`src/elevator_config.svh`:
```
/*
 * Sizing macros for the elevator request controller.
 * Include this header in any file that needs floor or stack widths.
 */

`ifndef ELEVATOR_CONFIG_SVH
`define ELEVATOR_CONFIG_SVH

////////////////////////////////////////////////////////////
// Building size
////////////////////////////////////////////////////////////

// Floors are numbered 0 (lowest) to NUM_FLOORS-1
`define NUM_FLOORS 11
`define FLOOR_W 4

////////////////////////////////////////////////////////////
// Request stack
////////////////////////////////////////////////////////////

// One slot per floor is enough, pending floors are unique
`define STACK_DEPTH 11
`define PTR_W 4

`endif

```
`src/elevator_pkg.sv`:
```
/*
 * Shared types for the elevator request controller.
 * Modules refer to these by scoped names, elevator_pkg::floor_t and so on.
 */

`include "elevator_config.svh"

package elevator_pkg;

    // Floor number, 0 is the lowest floor
    typedef logic [`FLOOR_W-1:0] floor_t;

    // One bit per floor, used for buttons and lights
    typedef logic [`NUM_FLOORS-1:0] floor_mask_t;

    // Status reported by the car-motion controller
    typedef enum logic [1:0] {
        CAR_STOPPED     = 2'd0,
        CAR_MOVING_UP   = 2'd1,
        CAR_MOVING_DOWN = 2'd2,
        CAR_FAULT       = 2'd3
    } car_state_t;

    // Request controller state
    typedef enum logic [1:0] {
        CTRL_OFF       = 2'd0,
        CTRL_READY     = 2'd1,
        CTRL_EMERGENCY = 2'd2
    } ctrl_state_t;

endpackage

```
`src/request_scanner.sv`:
```
/*
 * Button scanner. Accepts at most one press per cycle, panel floors first,
 * then hall floors, lights the accepted button and requests a stack push
 * when the floor was not already pending.
 */

`include "elevator_config.svh"

module request_scanner (
    input  logic                      clock,
    input  logic                      reset_n,
    input  elevator_pkg::floor_mask_t panel_buttons,
    input  elevator_pkg::floor_mask_t floor_call_buttons,
    input  elevator_pkg::floor_t      current_floor,
    input  logic                      accept_enable,
    input  logic                      serve,
    input  logic                      clear_requests,
    output elevator_pkg::floor_mask_t panel_lights,
    output elevator_pkg::floor_mask_t call_lights,
    output logic                      push,
    output elevator_pkg::floor_t      push_floor
);

    logic                 found;
    logic                 sel_panel;
    elevator_pkg::floor_t sel_floor;

    ////////////////////////////////////////////////////////////
    // Priority scan
    ////////////////////////////////////////////////////////////

    always_comb begin
        found     = 1'b0;
        sel_panel = 1'b0;
        sel_floor = '0;
        // Panel buttons win over hall buttons, lower floors first
        for (int i = 0; i < `NUM_FLOORS; i++) begin
            if (!found && accept_enable && panel_buttons[i] && !panel_lights[i] &&
                    (i != int'(current_floor))) begin
                found     = 1'b1;
                sel_panel = 1'b1;
                sel_floor = elevator_pkg::floor_t'(i);
            end
        end
        for (int i = 0; i < `NUM_FLOORS; i++) begin
            if (!found && accept_enable && floor_call_buttons[i] && !call_lights[i] &&
                    (i != int'(current_floor))) begin
                found     = 1'b1;
                sel_panel = 1'b0;
                sel_floor = elevator_pkg::floor_t'(i);
            end
        end
    end

    // A floor goes on the stack only once, whichever button asked first
    assign push       = found && !panel_lights[sel_floor] && !call_lights[sel_floor];
    assign push_floor = sel_floor;

    ////////////////////////////////////////////////////////////
    // Button lights
    ////////////////////////////////////////////////////////////

    always_ff @(posedge clock or negedge reset_n) begin
        if (!reset_n) begin
            panel_lights <= '0;
            call_lights  <= '0;
        end else if (clear_requests) begin
            panel_lights <= '0;
            call_lights  <= '0;
        end else begin
            // Served floor and accepted floor never coincide
            if (serve) begin
                panel_lights[current_floor] <= 1'b0;
                call_lights[current_floor]  <= 1'b0;
            end
            if (found) begin
                if (sel_panel) begin
                    panel_lights[sel_floor] <= 1'b1;
                end else begin
                    call_lights[sel_floor] <= 1'b1;
                end
            end
        end
    end

    // Every pending floor keeps a lit button until it is served
    a_serve_lit: assert property (@(posedge clock) disable iff (!reset_n)
        serve |-> (panel_lights[current_floor] || call_lights[current_floor]))
        else $error("served floor has no lit button");

endmodule

```
`src/request_stack.sv`:
```
/*
 * LIFO of pending target floors. The newest entry is shown on top_floor.
 * A push and a pop in the same cycle replace the top entry, and
 * clear_requests empties the stack.
 */

`include "elevator_config.svh"

module request_stack (
    input  logic                 clock,
    input  logic                 reset_n,
    input  logic                 push,
    input  elevator_pkg::floor_t push_floor,
    input  logic                 pop,
    input  logic                 clear_requests,
    output elevator_pkg::floor_t top_floor,
    output logic                 stack_empty
);

    elevator_pkg::floor_t   stack_mem [`STACK_DEPTH];
    logic [`PTR_W-1:0]      ptr;
    logic [`PTR_W-1:0]      top_idx;
    logic [`PTR_W-1:0]      wr_idx;
    logic                   do_push;
    logic                   do_pop;

    ////////////////////////////////////////////////////////////
    // Pointer and top of stack
    ////////////////////////////////////////////////////////////

    // ptr counts entries, so the top sits one below it
    assign stack_empty = (ptr == '0);
    assign top_idx     = ptr - 1'b1;
    assign top_floor   = stack_empty ? '0 : stack_mem[top_idx];

    assign do_push = push && !clear_requests;
    assign do_pop  = pop && !clear_requests && !stack_empty;

    always_ff @(posedge clock or negedge reset_n) begin
        if (!reset_n) begin
            ptr <= '0;
        end else if (clear_requests) begin
            ptr <= '0;
        end else if (do_push && !do_pop) begin
            ptr <= ptr + 1'b1;
        end else if (do_pop && !do_push) begin
            ptr <= ptr - 1'b1;
        end
    end

    ////////////////////////////////////////////////////////////
    // Entry storage
    ////////////////////////////////////////////////////////////

    // Push with pop overwrites the served top entry
    assign wr_idx = do_pop ? top_idx : ptr;

    always_ff @(posedge clock) begin
        if (do_push) begin
            stack_mem[wr_idx] <= push_floor;
        end
    end

    // Serve comes from the dispatch FSM and must only see a filled stack
    a_no_pop_empty: assert property (@(posedge clock) disable iff (!reset_n)
        pop |-> !stack_empty)
        else $error("pop requested on empty stack");

    // Unique pending floors keep the stack within its slots
    a_ptr_range: assert property (@(posedge clock) disable iff (!reset_n)
        ptr <= `STACK_DEPTH)
        else $error("stack pointer beyond depth");

endmodule

```
`src/dispatch_fsm.sv`:
```
/*
 * Controller state machine. Tracks power and emergency, sends the top
 * stack floor to the car, pulses serve on arrival and gates the door
 * buttons while the car is stopped.
 */

`include "elevator_config.svh"

module dispatch_fsm (
    input  logic                     clock,
    input  logic                     reset_n,
    input  logic                     power_switch,
    input  logic                     emergency_btn,
    input  elevator_pkg::car_state_t car_state,
    input  elevator_pkg::floor_t     current_floor,
    input  elevator_pkg::floor_t     top_floor,
    input  logic                     stack_empty,
    input  logic                     door_open_btn,
    input  logic                     door_close_btn,
    output logic                     accept_enable,
    output logic                     clear_requests,
    output logic                     serve,
    output logic                     activate_elevator,
    output elevator_pkg::floor_t     floor_selector,
    output logic                     direction_up,
    output logic                     emergency_active,
    output logic                     door_open_allowed,
    output logic                     door_close_allowed
);

    elevator_pkg::ctrl_state_t state;
    elevator_pkg::ctrl_state_t next_state;
    logic                      car_stopped;
    logic                      dispatch_ok;

    ////////////////////////////////////////////////////////////
    // State register and transitions
    ////////////////////////////////////////////////////////////

    always_ff @(posedge clock or negedge reset_n) begin
        if (!reset_n) begin
            state <= elevator_pkg::CTRL_OFF;
        end else begin
            state <= next_state;
        end
    end

    always_comb begin
        next_state = state;
        if (!power_switch) begin
            next_state = elevator_pkg::CTRL_OFF;
        end else if (emergency_btn) begin
            next_state = elevator_pkg::CTRL_EMERGENCY;
        end else begin
            case (state)
                elevator_pkg::CTRL_OFF:       next_state = elevator_pkg::CTRL_READY;
                // Leave emergency only once the car has come to rest
                elevator_pkg::CTRL_EMERGENCY: begin
                    if (car_stopped) begin
                        next_state = elevator_pkg::CTRL_READY;
                    end
                end
                default:                      next_state = elevator_pkg::CTRL_READY;
            endcase
        end
    end

    assign car_stopped    = (car_state == elevator_pkg::CAR_STOPPED);
    assign clear_requests = (next_state != elevator_pkg::CTRL_READY);
    assign accept_enable  = (state == elevator_pkg::CTRL_READY) && !clear_requests;

    ////////////////////////////////////////////////////////////
    // Dispatch
    ////////////////////////////////////////////////////////////

    assign dispatch_ok = (state == elevator_pkg::CTRL_READY) && car_stopped && !stack_empty;

    // Either send the car off or serve the floor it already stands at
    assign activate_elevator = dispatch_ok && (top_floor != current_floor);
    assign serve             = dispatch_ok && (top_floor == current_floor);

    assign floor_selector = activate_elevator ? top_floor : current_floor;
    assign direction_up   = activate_elevator ? (top_floor > current_floor) : 1'b1;

    assign emergency_active = (state == elevator_pkg::CTRL_EMERGENCY);

    // Doors respond only with power on and the car at rest
    assign door_open_allowed  = (state != elevator_pkg::CTRL_OFF) && car_stopped && door_open_btn;
    assign door_close_allowed = (state != elevator_pkg::CTRL_OFF) && car_stopped &&
                                door_close_btn;

    // The served floor never shows up again on top of the stack
    a_serve_leaves_top: assert property (@(posedge clock) disable iff (!reset_n)
        serve |=> (stack_empty || (top_floor != $past(top_floor))))
        else $error("served floor still on top of the stack");

endmodule

```
`src/elevator_request_ctrl.sv`:
```
/*
 * Top level of the elevator request controller. Connects the button
 * scanner, the request stack and the dispatch FSM. The car-motion
 * controller sits outside and drives current_floor and car_state.
 */

`include "elevator_config.svh"

module elevator_request_ctrl (
    input  logic                      clock,
    input  logic                      reset_n,
    input  elevator_pkg::floor_mask_t floor_call_buttons,
    input  elevator_pkg::floor_mask_t panel_buttons,
    input  logic                      door_open_btn,
    input  logic                      door_close_btn,
    input  logic                      emergency_btn,
    input  logic                      power_switch,
    input  elevator_pkg::floor_t      current_floor,
    input  elevator_pkg::car_state_t  car_state,
    output elevator_pkg::floor_mask_t panel_lights,
    output elevator_pkg::floor_mask_t call_lights,
    output logic                      activate_elevator,
    output elevator_pkg::floor_t      floor_selector,
    output logic                      direction_up,
    output logic                      emergency_active,
    output logic                      door_open_allowed,
    output logic                      door_close_allowed
);

    // Scanner to stack
    logic                 push;
    elevator_pkg::floor_t push_floor;

    // Stack to FSM
    elevator_pkg::floor_t top_floor;
    logic                 stack_empty;

    // FSM to scanner and stack
    logic                 accept_enable;
    logic                 clear_requests;
    logic                 serve;

    request_scanner u_scanner (
        .clock              (clock),
        .reset_n            (reset_n),
        .panel_buttons      (panel_buttons),
        .floor_call_buttons (floor_call_buttons),
        .current_floor      (current_floor),
        .accept_enable      (accept_enable),
        .serve              (serve),
        .clear_requests     (clear_requests),
        .panel_lights       (panel_lights),
        .call_lights        (call_lights),
        .push               (push),
        .push_floor         (push_floor)
    );

    // Serve pops the floor the car has just reached
    request_stack u_stack (
        .clock          (clock),
        .reset_n        (reset_n),
        .push           (push),
        .push_floor     (push_floor),
        .pop            (serve),
        .clear_requests (clear_requests),
        .top_floor      (top_floor),
        .stack_empty    (stack_empty)
    );

    dispatch_fsm u_fsm (
        .clock              (clock),
        .reset_n            (reset_n),
        .power_switch       (power_switch),
        .emergency_btn      (emergency_btn),
        .car_state          (car_state),
        .current_floor      (current_floor),
        .top_floor          (top_floor),
        .stack_empty        (stack_empty),
        .door_open_btn      (door_open_btn),
        .door_close_btn     (door_close_btn),
        .accept_enable      (accept_enable),
        .clear_requests     (clear_requests),
        .serve              (serve),
        .activate_elevator  (activate_elevator),
        .floor_selector     (floor_selector),
        .direction_up       (direction_up),
        .emergency_active   (emergency_active),
        .door_open_allowed  (door_open_allowed),
        .door_close_allowed (door_close_allowed)
    );

endmodule

```
`config.mk`:
```
export PLATFORM = sky130hd
export DESIGN_NAME = elevator_request_ctrl
export DESIGN_NICKNAME = d
export VERILOG_FILES = /design/src/elevator_pkg.sv /design/src/request_scanner.sv /design/src/request_stack.sv /design/src/dispatch_fsm.sv /design/src/elevator_request_ctrl.sv
export VERILOG_INCLUDE_DIRS = /design/src /design/src/src
export SDC_FILE = /design/constraint.sdc
export NUM_CORES = 1
export LEC_CHECK = 0
export BUFFER_PORTS_ARGS = -buffer_cell sky130_fd_sc_hd__buf_4
export CAP_MARGIN = 10
export CORE_MARGIN = 5
export CORE_UTILIZATION = 30
export CTS_BUF_LIST = sky130_fd_sc_hd__clkbuf_8
export DETAILED_ROUTE_END_ITERATION = 16
export SYNTH_ARGS = -nofsm -noshare
export SYNTH_HDL_FRONTEND = slang
export SYNTH_SLANG_ARGS = --single-unit
export TNS_END_PERCENT = 100
```
`constraint.sdc`:
```
create_clock -name clock -period 4.3 [get_ports clock]
set_clock_uncertainty 0.05 [all_clocks]
set_input_delay 0.86 -clock clock [delete_from_list [all_inputs] [get_ports clock]]
set_output_delay 0.86 -clock clock [all_outputs]
set_load 0.005 [all_outputs]
```
# After elaboration in Yosys (flattened, before gate mapping)
# Memory sizes are Yosys's and may differ from the RTL's.
# Cells that the tools add are included.
[classes]
n_eq_ne = 15
mux = 85
n_reduce_logical = 158
bitwise = 5
div_mod_pow = 0
order_cmp = 5
addsub = 2
n_shift = 0
n_mul = 0
[ops]
columns = ["op", "n"]
rows = [
  ["11-bit two-way mux", 10],
  ["1-bit logical AND", 104],
  ["4-bit two-way mux", 20],
  ["1-bit logical NOT", 49],
  ["1-bit two-way mux", 41],
  ["4-bit != test (first input constant)", 7],
  ["11-bit bitwise AND", 2],
  ["11-bit OR", 2],
  ["2-bit two-way mux", 6],
  ["3-bit two-way mux", 4],
  ["11-bit NOT", 1],
  ["4-bit by 5-bit < comparator with 1-bit output (second input constant)", 2],
  ["1-bit binary-select mux with 4-bit select", 2],
  ["1-bit demux with 4-bit select", 2],
  ["4-bit by 1-bit >= comparator with 1-bit output (second input constant)", 2],
  ["3-bit by 4-bit != test with 1-bit output (first input constant)", 2],
  ["4-bit by 1-bit adder with 4-bit output (second input constant)", 1],
  ["4-bit == test", 1],
  ["4-bit greater-than comparator", 1],
  ["4-bit logical NOT", 1],
  ["2-bit by 4-bit != test with 1-bit output (first input constant)", 1],
  ["4-bit != test", 1],
  ["4-bit nonzero test", 1],
  ["4-bit by 1-bit subtractor with 4-bit output (second input constant)", 1],
  ["6 further kinds", 6],
]
[word_totals]
memories = 1
reg_bits = 28
latchBits = 0
word_cells = 275
in_bits = 34
romBits = 0
ram_bits = 44
output_inout_bits = 31
[memory_table]
columns = ["memory", "words", "width", "rd", "rd_clocked_by_memory_dff", "write_ports", "line_no", "source"]
rows = [
  ["u_stack.stack_mem", 11, 4, 1, 0, 1, "request_stack.sv:20", "elevator_pkg::floor_t stack_mem [`STACK_DEPTH];"],
]

# Longest topological paths before layout
# Gate-level depths: netlist of run 1.
[depth]
word_depth = 149
depth_mapped = 19
depth_no_buf = 17

# Cells and area by module
# A second synthesis of run 1 with hierarchy kept.
[hier_totals]
cells_unflattened = 433
area_unflattened_um2 = 4553.1
[modules_own_cells]
columns = ["module", "cells_each", "instances", "area_per_inst_um2", "seq_area_each_um2"]
rows = [
  ["request_stack", 161, 1, 2302.2, 1421.4],
  ["request_scanner", 235, 1, 1943.1, 550.5],
  ["dispatch_fsm", 37, 1, 307.8, 50.0],
]

# Worst setup path before layout of run 1
# OpenSTA, ideal clock, no wires.
[synth_path]
path_type = "reg-to-reg"
startpoint = "reg u_stack.ptr[0]"
endpoint = "mem u_stack.stack_mem[9][0] (netlist name), enable pin"
required_ns = 3.873
period_less_slack_ns = 4.690
slack_ns = -0.390
stages_incl_launch_ff = 17
setup_ns = 0.377
arrival_time_ns = 4.263
path_cell_list = "dfrtp_1 clkbuf_1 inv_1 ha_1 clkbuf_1 mux4_2 mux2i_1 a211oi_1 ha_1 nand4_1 or2_1 nor2_1 inv_2 or3_1 o2bb2ai_1 nand2_1 nor4_1"
[synth_between]
elab_chain_cells = 8
word_cells_on_any_way = 11
[synth_rtl]
columns = ["item", "line_no", "source"]
rows = [
  ["start, declared", "request_stack.sv:21", "logic [`PTR_W-1:0] ptr;"],
  ["start signal, assigned", "request_stack.sv:45", "ptr <= ptr + 1'b1;"],
  ["start signal, assigned", "request_stack.sv:47", "ptr <= ptr - 1'b1;"],
  ["4-bit by 1-bit subtractor with 4-bit output", "request_stack.sv:33", "assign top_idx = ptr - 1'b1;"],
  ["memory 11 x 4 bit", "-", ""],
  ["4-bit two-way mux", "request_stack.sv:34", "assign top_floor = stack_empty ? '0 : stack_mem[top_idx];"],
  ["4-bit == test", "dispatch_fsm.sv:80", "assign serve = dispatch_ok && (top_floor == current_floor);"],
  ["1-bit logical AND", "dispatch_fsm.sv:80", ""],
  ["1-bit logical AND (2 in series)", "request_stack.sv:37", "assign do_pop = pop && !clear_requests && !stack_empty;"],
  ["4-bit two-way mux (*)", "request_stack.sv:56", "assign wr_idx = do_pop ? top_idx : ptr;"],
  ["end, declared", "request_stack.sv:20", ""],
]
# Every way passes the cells marked *; elsewhere a longest branch is shown, timed or not.

# Worst setup path after layout of run 1
[layout_path]
startpoint = "reg u_stack.ptr[0]"
endpoint = "out direction_up"
[layout_between]
elab_chain_cells = 6
word_cells_on_any_way = 10
[layout_rtl]
columns = ["item", "line_no", "source"]
rows = [
  ["branches (longest 5 deep; another with 4-bit by 1-bit subtractor with 4-bit output)", "-", ""],
  ["1-bit two-way mux (*)", "dispatch_fsm.sv:83", "assign direction_up = activate_elevator ? (top_floor > current_floor) : 1'b1;"],
  ["end, declared", "elevator_request_ctrl.sv:24", "output logic direction_up,"],
]
# Mark *: on every way between the ends.

==> results of run 1 <==
-- kinds of logic (layout without fill, tap and decap cells) --
family | Yosys count | in the layout | share of synthesized area [%]
and+or+nand+nor | 197 | 197 | 25.81
buffers and inverters | 39 | 190 | 3.785
xor gates and xnor gates | 5 | 5 | 0.9673
muxes | 17 | 17 | 5.996
DFF | 72 | 72 | 44.65
AOI/OAI and AO/OA | 112 | 112 | 16.58
adders and majority gates | 8 | 8 | 2.211
-- stage by stage --
stage,std cells,setup TNS [ns]
finish,789,0
global route,789,-0.02338
CTS,789,0
detailed placement,773,-0.5719
global placement,773,-1.626
floorplan,450,-0.04060
-- cell type report --
cell class                      count  area, sq um  area share [%]
Multi-Input combinational cell    339         2426           39.35
Sequential cell                    72         2022           32.80
Timing Repair Buffer              156         1209           19.61
Tap cell                          188        235.2           3.816
Clock buffer                        9        123.9           2.009
Clock inverter                      7        81.33           1.319
Inverter                           18        67.56           1.096
-- worst register-to-register path: cells and delay by family, from the launching register on --
family                   cells  cell delay [ns]
buffers and inverters        5             0.61
AND/OR/NAND/NOR              6             1.10
AO/OA/AOI/OAI                2             0.29
multiplexers                 2             0.57
adder cells (fa/ha/maj)      2             0.63
flip-flops                   1             0.41
-- sequential cells by signal (all words and copies together), names as in the netlist --
signal                  count
u_scanner.panel_lights     11
u_fsm.state                 2
u_scanner.call_lights      11
u_stack.ptr                 4
u_stack.stack_mem          44
-- routing by layer --
metal | part of all wire [%] | global-route usage [%] | up-vias
li1 | - | - | 2000
met1 | 40 | 19.32 | 2064
met2 | 53 | 31.66 | 101
met3 | 4.0 | 3.916 | 26
met4 | 2.4 | 6.005 | 0
met5 | 0 | 0 | -
-- how the worst min path moves through the flow --
| stage | endpoint | slack, ns |
|---|---|---|
| detailed placement | u_scanner.panel_lights[0]$_DFF_PN0_ | 0.53 |
| global route | u_scanner.call_lights[6]$_DFF_PN0_ | 0.38 |
| global placement | u_scanner.call_lights[0]$_DFF_PN0_ | 0.52 |
| CTS | u_scanner.panel_lights[4]$_DFF_PN0_ | 0.37 |
| floorplan | u_fsm.state[0]$_DFF_PN0_ | 0.51 |
| finish | u_scanner.panel_lights[4]$_DFF_PN0_ | 0.38 |
-- Yosys cell counts (3+ instances only) --
| library cell | instances |
|---|---|
| and3_1 | 5 |
| nor4_1 | 3 |
| inv_1 | 17 |
| buf_2 | 5 |
| o2bb2ai_1 | 6 |
| nor4bb_1 | 3 |
| nand2_1 | 42 |
| nor4_2 | 3 |
| nand3b_1 | 4 |
| edfxtp_1 | 44 |
| clkbuf_1 | 13 |
| nand4_1 | 7 |
| nand4bb_1 | 4 |
| a21oi_1 | 33 |
| mux4_2 | 8 |
| nor3_2 | 6 |
| nand3_1 | 22 |
| nor2b_1 | 13 |
| and2_1 | 6 |
| nand2b_1 | 7 |
| or4b_1 | 4 |
| or3_1 | 3 |
| mux2i_1 | 8 |
| ha_1 | 8 |
| a211oi_1 | 7 |
| xor2_1 | 3 |
| dfrtp_1 | 28 |
| o2111ai_1 | 4 |
| nor2_1 | 36 |
| nor3_1 | 6 |
| nand4b_1 | 3 |
| o21ai_0 | 36 |
-- repair_timing --
action | CTS | global route
buffers inserted | 0 | 0
endpoints found under the setup margin | 3 | 47
pin swaps | 0 | 1
gates resized for setup | 4 | 12
-- power breakdown --
part	total, mW	leakage [nW]	internal [mW]	switching (mW)
clock network	0.560	0.105	0.275	0.286
logic	0.207	1.55	0.0977	0.109
registers	0.733	0.732	0.730	0.00281
total	1.50	2.38	1.10	0.398
==> out/qor.yml, run 1 <==
clocking:
  clock_sinks: 72
  holdBufCountCts: 0
  htree_num_levels: 3
  clock_latency_ns: 0.36
  root_buffer: "clkbuf_8"
  cts_buffers: 9
  cts_buffer_depth: 2
  cts_tree: "done"
  clk_pin_slew_ns: 0.08
pwr:
  power_density_nw_per_um2: 243.4
  ir_drop_mv: 0.1785
  power.total_mw: 1.500
  leakagePower_nw: 2.384
critical_path:
  r2r-end: "u_stack.stack_mem[10][0]$_DFFE_PP_"
  path_common_cell: "buf_4"
  cpMaxStageDelayCell: "dfrtp_1"
  crit_cells: 12
  r2r-start: "u_stack.ptr[0]$_DFFE_PN0P_"
  critPathRequiredTime_ns: 3.39
  path_delay_family: "compound AO/OA/AOI/OAI gates"
  cpPeakStageDelay_ns: 0.41
  path_max_fanout: 12
  startpoint: "u_stack.ptr[0]$_DFFE_PN0P_"
  endpoint: "direction_up"
  worst-r2r-cell-count: 17
  worstPathArrival_ns: 3.19
  crit_type: "reg2out"
  crit_chain: "inv_2 -> ha_4 -> buf_12 -> mux4_2 -> mux2i_2 -> a211oi_2 -> ha_1 -> buf_4 -> a21o_1 -> a211oi_1 -> o21ai_1 -> buf_4"
  worst_setup_path_end_kind: "primary output"
  reg2reg_slack_ns: 0.35
  worst_setup_path_start_kind: "flip-flop"
  path_buf_inv: 4
place:
  port_buffers: 64
  gp_congestion: 1.007
  dp_slack_ns: -0.08649
  placed_area_sq_um: 5881
  hpwl_um: 11850
sta:
  finalHoldViolations: 0
  timing.hold.ws_ns: 0.3786
  fin_ws_ns: 0.1971
  setup_viol: 0
  drv_slew: 0
  min_period_over_period_pct: 95.42
  slew_headroom_pct: 45.94
  min_period_ns: 4.103
  timing.fmax_ghz: 0.2437
  tightest_slew_ns: 0.8091
finish:
  area_growth_pct: 36.14
  fin_util_pct: 41.16
  final_common_cell: "buf_4"
  nets: 638
  antenna_cells: 0
  fin_area_sq_um: 6165
  drive_gt1_share_pct: 37.10
  fillers: 1484
  final_cell_mix: "buf_4 (153), edfxtp_1 (44), nand2_1 (42), nor2_1 (36), o21ai_0 (35)"
die:
  dieArea_sq_um: 17650
  io_pins: 65
  die_x_um: 132.9
  rows: 45
  initial_core_util_pct: 30.23
  die_height_um: 132.9
  core_sq_um: 14980
logic_synthesis:
  netlist_area_sq_um: 4528
  yosysTopAreaCellShare_pct: 29.18
  ys_top_cells_by_area: "edfxtp_1 (29%), dfrtp_1 (15%), o21ai_0 (4.0%), mux4_2 (4.0%), a21oi_1 (3.6%)"
  yosysTopAreaCell: "edfxtp_1"
  synth-edff-count: 44
  ys_async_sr_fraction_pct: 38.89
  ys_ff_latch: 72
  syn_inst: 450
  yosysWarnings: 0
  syn_nets: 492
  synth.avg_cell_area_sq_um: 10.06
  ys.flop_type: "edfxtp_1"
  seq_area_frac_synth_pct: 44.65
  ys_types: 77
global_route:
  track_usage_pct: 17.17
  antenna_found_initial: 0
  grt_pass1_vias: 4488
  grt_max_degree: 29
  grt_pass1_wl_um: 23660
  gr-total-overflow: 0
route:
  vias: 4191
  avgRoutedWirePerCell_um: 18.79
  routed_via_density: 5.312
  drc_errors: 0
  drt-initial-drc-count: 322
  postRouteAntennaNets: 0
  dr.pass1.iters: 4
  finalWirelength_um: 14830
status:
  status: "completed"
job:
  drv_cap: 0
worst_hold_path:
  worstHoldPathType: "in2async"
No activity file was read; power rests on OpenSTA's default activity.
==> run 2, diff against run 1 <==
--- a/config.mk
+++ b/config.mk
@@ -14,5 +14,6 @@
 export DETAILED_ROUTE_END_ITERATION = 16
 export SYNTH_ARGS = -nofsm -noshare
 export SYNTH_HDL_FRONTEND = slang
+export SYNTH_HIERARCHICAL = 1
 export SYNTH_SLANG_ARGS = --single-unit
 export TNS_END_PERCENT = 100
==> constraint.sdc (replaced) <==
create_clock -name clock -period 3.75 [get_ports clock]
set_clock_uncertainty 0.05 [all_clocks]
set_input_delay 0.75 -clock clock [delete_from_list [all_inputs] [get_ports clock]]
set_output_delay 0.75 -clock clock [all_outputs]
set_load 0.005 [all_outputs]
==> run 2 against run 1 <==
The run now ends with negative setup slack left. Global-route usage up 0.20 points. Count of clock-buffer cells in the layout stayed put. Wire length grew 5.8%. Hold slack lost 0.12 ns. Via count is 4.0% higher. Non-clock buffer count increased by 43. First-iteration DRC count is 21% lower. Synthesized cell count fell by 3.8%. Clock power is 14% higher.
==> out/qor.yml, run 2 <==
finish:
  multi_input_area_sq_um: 2828
  final_cell_mix: "buf_4 (182), nor2_1 (45), edfxtp_1 (44), nand2_1 (33), dfrtp_1 (28)"
  area_growth_pct: 52.76
  fin_util_pct: 46.27
  reg.largest.list: "u_stack/stack_mem: 44 flops, u_scanner/call_lights: 11 flops, u_scanner/panel_lights: 11 flops"
  antenna_cells: 0
  largest_register_ff_count: 44
  drive_gt1_share_pct: 49.60
  fillers: 1358
  nets: 663
  final_common_cell: "buf_4"
  register_area_sq_um: 2022
  regMostFlops: "u_stack/stack_mem"
sta:
  tightest_slew_ns: 0.5544
  min_period_ns: 4.025
  fin_ws_ns: -0.2749
  fin_setup_tns_ns: -9.583
  finalHoldViolations: 0
  slew_headroom_pct: 62.70
  rsz0062_at_grt: "yes"
  timing.fmax_ghz: 0.2485
  setup_viol: 49
  min_period_over_period_pct: 107.3
  drv_slew: 0
worst_hold_path:
  worstHoldPathType: "in2async"
pwr:
  ir_drop_mv: 0.1432
  power_density_nw_per_um2: 283.5
  leakagePower_nw: 2.842
global_route:
  antenna_found_initial: 0
  track_usage_pct: 17.37
  gr-total-overflow: 0
  grt_pass1_vias: 4473
  grt_pass1_wl_um: 24500
  grt_max_degree: 29
critical_path:
  cpMaxStageDelayCell: "mux4_2"
  worstPathArrival_ns: 3.22
  r2r-start: "u_fsm/state[0]$_DFF_PN0_"
  critPathRequiredTime_ns: 2.95
  worst_setup_path_end_kind: "primary output"
  crit_type: "reg2out"
  startpoint: "u_stack/ptr[0]$_DFFE_PN0P_"
  reg2reg_slack_ns: -0.14
  path_max_fanout: 3
  crit_chain: "inv_4 -> ha_4 -> xor2_4 -> mux4_2 -> mux4_2 -> and2_4 -> ha_4 -> nand4_1 -> buf_4 -> nand2_4 -> mux2_4 -> buf_6"
  worst_setup_path_start_kind: "flip-flop"
  cpPeakStageDelay_ns: 0.50
job:
  drv_cap: 0
die:
  rows: 45
  core_sq_um: 15030
  die_x_um: 133.2
  initial_core_util_pct: 30.29
  die_height_um: 133.2
  io_pins: 65
  dieArea_sq_um: 17740
route:
  vias: 4358
  dr.pass1.iters: 5
  drt-initial-drc-count: 253
  drc_errors: 0
  avgRoutedWirePerCell_um: 19.25
  routed_via_density: 5.347
  postRouteAntennaNets: 0
  finalWirelength_um: 15690
logic_synthesis:
  ys_types: 74
  seq_area_frac_synth_pct: 44.41
  syn_inst: 433
  yosysTopAreaCell: "edfxtp_1"
  yosysWarnings: 6
  ys.flop_type: "edfxtp_1"
  ys_top_cells_by_area: "edfxtp_1 (29%), dfrtp_1 (15%), nor2_1 (4.5%), nand2_1 (3.1%), mux4_2 (2.5%)"
  synth.avg_cell_area_sq_um: 10.52
  yosysTopAreaCellShare_pct: 29.02
  syn_nets: 474
  synth_most_common_cell: "nor2_1"
  synth-edff-count: 44
  ys_async_sr_fraction_pct: 38.89
  netlist_top_cells_count: "nor2_1 (55), edfxtp_1 (44), nand2_1 (38)"
  ys_ff_latch: 72
  netlist_area_sq_um: 4553
place:
  hpwl_um: 11580
  gp_congestion: 0.9531
  dp_slack_ns: -0.7018
  port_buffers: 64
clocking:
  cts_buffers: 9
  clock_sinks: 72
  htree_num_levels: 3
  cts_tree: "done"
  holdBufCountCts: 0
  clock_latency_ns: 0.35
  cts_buffer_depth: 2
  clk_pin_slew_ns: 0.09
  root_buffer: "clkbuf_8"
status:
  violations: "negative setup slack"
  status: "finished, violations left"
run 2: changes by cell type after synthesis, moves of 6 or more:
cell       delta
nand3_1      -13
nor3_1       +10
o2bb2ai_1     -6
a21oi_1      -15
a22oi_1      +13
nor2_1       +19
and4b_1       +6
o21ai_0      -19
inv_1         -6
run 2: final timing paths:
path,end,cells past startpoint
max in group asynchronous,u_stack/ptr[0]$_DFFE_PN0P_,1
min in group clock,u_scanner/call_lights[9]$_DFF_PN0_,2
min reg2reg,u_scanner/call_lights[9]$_DFF_PN0_,2
min,u_scanner/call_lights[4]$_DFF_PN0_,1
max,floor_selector[2],12
max reg2reg,u_stack/stack_mem[9][3]$_DFFE_PP_,17
run 2: final cells by class:
cell class              instances  area share, %
inverters                      12         0.6836
multi-input cells             328          40.65
flip-flops and latches         72          29.07
clock inverters                 7          1.115
repair buffers                199          23.31
well taps                     188          3.382
clock buffers                   9          1.781
run 2: per-layer routing:
| layer | global-route usage, % | vias up | share of wire [%] |
|---|---|---|---|
| li1 | - | 2039 | - |
| met1 | 20.57 | 2168 | 41 |
| met2 | 31.26 | 121 | 53 |
| met3 | 2.870 | 30 | 3.5 |
| met4 | 7.029 | 0 | 2.9 |
| met5 | 0 | - | 0 |
run 2: repair_timing:
action                                  in CTS  in global routing
endpoints found under the setup margin      51                 52
gates cloned                                 2                  0
pin swaps                                   16                 15
resized for setup                           62                 22
buffers inserted                             8                 11
run 2: cells by family (layout without fill, tap and decap cells):
| group | Yosys count | after routing | synth area share, % |
|---|---|---|---|
| compound gates | 77 | 77 | 11.60 |
| xor+xnor | 4 | 4 | 0.9345 |
| fa+ha+maj | 7 | 7 | 1.924 |
| buf+inv | 33 | 227 | 3.352 |
| flops | 72 | 72 | 44.41 |
| mux | 23 | 23 | 8.052 |
| simple gates | 217 | 217 | 29.73 |
run 2: worst max-delay path, delay by kind of cell (launching register included):
kind / cells / cell delay [ns]
fa+ha+maj: 2 / 0.41
buf+inv: 3 / 0.37
mux: 3 / 1.14
xor+xnor: 1 / 0.21
simple gates: 3 / 0.33
flops: 1 / 0.42
run 2: metrics by stage:
stage          area (sq um)  hold WS, ns  cells  total power [mW]
6_report               6955       0.2584    815             1.972
5_1_grt                6955       0.2743    815             2.055
4_1_cts                6790       0.2678    805             1.957
3_5_place_dp           6187       0.5149    780             1.273
3_3_place_gp           6187       0.5093    780             1.265
2_1_floorplan          4723       0.4044    433             1.086
run 2: report_power, final:
part           switching [mW]  leakage (nW)  internal [mW]
Combinational           0.236          1.96          0.238
Sequential            0.00450         0.785          0.854
Clock                   0.326         0.100          0.313
Total                   0.566          2.84           1.41
==> run 3, diff against run 2 <==
--- a/config.mk
+++ b/config.mk
@@ -12,6 +12,7 @@
 export CORE_UTILIZATION = 30
 export CTS_BUF_LIST = sky130_fd_sc_hd__clkbuf_8
 export DETAILED_ROUTE_END_ITERATION = 16
+export PLACE_DENSITY = 0.48
 export SYNTH_ARGS = -nofsm -noshare
 export SYNTH_HDL_FRONTEND = slang
 export SYNTH_HIERARCHICAL = 1
==> constraint.sdc (replaced) <==
create_clock -name clock -period 3.85 [get_ports clock]
set_clock_uncertainty 0.05 [all_clocks]
set_input_delay 0.77 -clock clock [delete_from_list [all_inputs] [get_ports clock]]
set_output_delay 0.77 -clock clock [all_outputs]
set_load 0.005 [all_outputs]
==> run 3 against run 2 <==
The flow still finishes with violations (negative setup slack). Sequential share of layout area decreased by 0.92 points. Largest power group unchanged. Die area unchanged. Cell count increased by 1.6%. Combinational power increased by 1%. Hold slack improved by 0.025 ns. Largest cell class unchanged. Highest routed layer unchanged. Global-route usage increased by 0.57 points.
==> out/qor.yml, run 3 (same netlist as run 2, synthesis figures left out) <==
status:
  status: "finished, violations left"
  violations: "negative setup slack"
sta:
  setup_viol: 44
  min_period_ns: 4.041
  tightest_slew_ns: 0.5952
  timing.fmax_ghz: 0.2475
  min_period_over_period_pct: 105.0
  drv_slew: 0
  slew_headroom_pct: 60.32
  fin_ws_ns: -0.1906
  finalHoldViolations: 0
  rsz0062_at_grt: "yes"
critical_path:
  cpPeakStageDelay_ns: 0.49
  crit_type: "reg2out"
  critPathRequiredTime_ns: 3.03
  path_max_fanout: 3
  crit_chain: "inv_2 -> ha_4 -> xor2_4 -> mux4_2 -> mux4_2 -> and2_4 -> ha_4 -> nand4_1 -> buf_4 -> nand2_4 -> mux2_4 -> buf_6"
  worst_setup_path_end_kind: "primary output"
  worst_setup_path_start_kind: "flip-flop"
  cpMaxStageDelayCell: "mux4_2"
  worstPathArrival_ns: 3.22
clocking:
  cts_tree: "done"
  clock_latency_ns: 0.36
  clock_sinks: 72
  root_buffer: "clkbuf_8"
  holdBufCountCts: 0
  cts_buffers: 9
  cts_buffer_depth: 2
  htree_num_levels: 3
  clk_pin_slew_ns: 0.08
route:
  routed_via_density: 5.226
  drc_errors: 0
  vias: 4327
  postRouteAntennaNets: 0
  dr.pass1.iters: 5
  drt-initial-drc-count: 257
  avgRoutedWirePerCell_um: 19.11
  finalWirelength_um: 15820
pwr:
  ir_drop_mv: 0.1926
  power_density_nw_per_um2: 287.4
  leakagePower_nw: 2.965
finish:
  fin_cells: 828
  antenna_cells: 0
  reg.largest.list: "u_stack/stack_mem: 44 flops, u_scanner/call_lights: 11 flops, u_scanner/panel_lights: 11 flops"
  largest_register_ff_count: 44
  drive_gt1_share_pct: 51.41
  nets: 676
  final_cell_mix: "buf_4 (186), nor2_1 (46), edfxtp_1 (44), nand2_1 (34), dfrtp_1 (28)"
  regMostFlops: "u_stack/stack_mem"
  final_common_cell: "buf_4"
  fin_util_pct: 47.77
  area_growth_pct: 57.74
die:
  io_pins: 65
  initial_core_util_pct: 30.29
  die_x_um: 133.2
  rows: 45
  dieArea_sq_um: 17740
  core_sq_um: 15030
  die_height_um: 133.2
place:
  port_buffers: 64
  gp_congestion: 0.9371
  dp_slack_ns: -0.6946
  place_inst: 781
  hpwl_um: 11850
global_route:
  grt_pass1_vias: 4547
  antenna_found_initial: 0
  grt_pass1_wl_um: 24900
  gr-total-overflow: 0
  track_usage_pct: 17.94
  grt_max_degree: 29
worst_hold_path:
  worstHoldPathType: "in2async"
job:
  drv_cap: 0
## run 3: cell types whose count changed in the layout (fill, tap and decap cells not counted), sizes merged
cell / previous run / this run
buf: 198 / 211
bufinv: 1 / 3
clkbuf: 9 / 10
clkinvlp: 1 / 0
bufbuf: 1 / 0
clkinv: 3 / 2
## run 3: stage by stage
step / total power [mW] / instance area (sq um) / TNS (ns) / hold WS, ns
6_report: 2.064 / 7182 / -4.321 / 0.2837
5_1_grt: 2.154 / 7182 / -10.60 / 0.3004
4_1_cts: 2.048 / 6872 / -4.565 / 0.2740
3_5_place_dp: 1.239 / 6192 / -30.43 / 0.5152
3_3_place_gp: 1.234 / 6192 / -28.61 / 0.5286
2_1_floorplan: 1.057 / 4721 / -10.94 / 0.4244
## run 3: cell type report
type                       count  area [sq um]
clock buffer                   9         123.9
clock inverter                 7         120.1
fill                        1366          7851
inverter                      12         45.04
multi-input combinational    328          2873
sequential                    72          2022
tap                          188         235.2
timing repair buffer         212          1763
## run 3: layer usage
metal	vias to the layer above	part of all wire (%)	global-route usage [%]
li1	2055	-	-
met1	2134	44	23.05
met2	116	50	30.78
met3	22	4.1	3.285
met4	0	2.1	5.486
met5	-	0	0
## run 3: worst paths after layout
kind / start / end / slack, ns / cells after the start
setup / recovery: u_stack/ptr[0]$_DFFE_PN0P_ / floor_selector[2] / -0.19 / 12
hold / removal: reset_n / u_fsm/state[0]$_DFF_PN0_ / 0.28 / 1
setup reg to reg: u_stack/ptr[0]$_DFFE_PN0P_ / u_stack/stack_mem[2][2]$_DFFE_PP_ / -0.12 / 18
hold reg to reg: u_scanner/call_lights[7]$_DFF_PN0_ / u_scanner/call_lights[7]$_DFF_PN0_ / 0.54 / 2
max in group asynchronous: reset_n / u_scanner/call_lights[7]$_DFF_PN0_ / 3.16 / 1
min in group clock: u_scanner/call_lights[7]$_DFF_PN0_ / u_scanner/call_lights[7]$_DFF_PN0_ / 0.54 / 2
## run 3: critical path, delay by kind of cell, from the launching register on
family                   cells  cell delay, ns
XOR/XNOR                     1            0.22
adder cells (fa/ha/maj)      2            0.43
buffers and inverters        3            0.37
flip-flops                   1            0.40
multiplexers                 3            1.11
AND/OR/NAND/NOR              3            0.33
## run 3: timing repair
item / 4_1_cts / 5_1_grt
cloned: 1 / 1
gates resized for setup: 48 / 56
buffers inserted: 25 / 11
pin swaps: 19 / 23
setup endpoints to repair: 51 / 56
## run 3: power breakdown
part / total (mW) / internal, mW / switching [mW]
registers: 0.837 / 0.832 / 0.00458
clock network: 0.747 / 0.433 / 0.314
logic: 0.481 / 0.250 / 0.230
total: 2.06 / 1.52 / 0.549
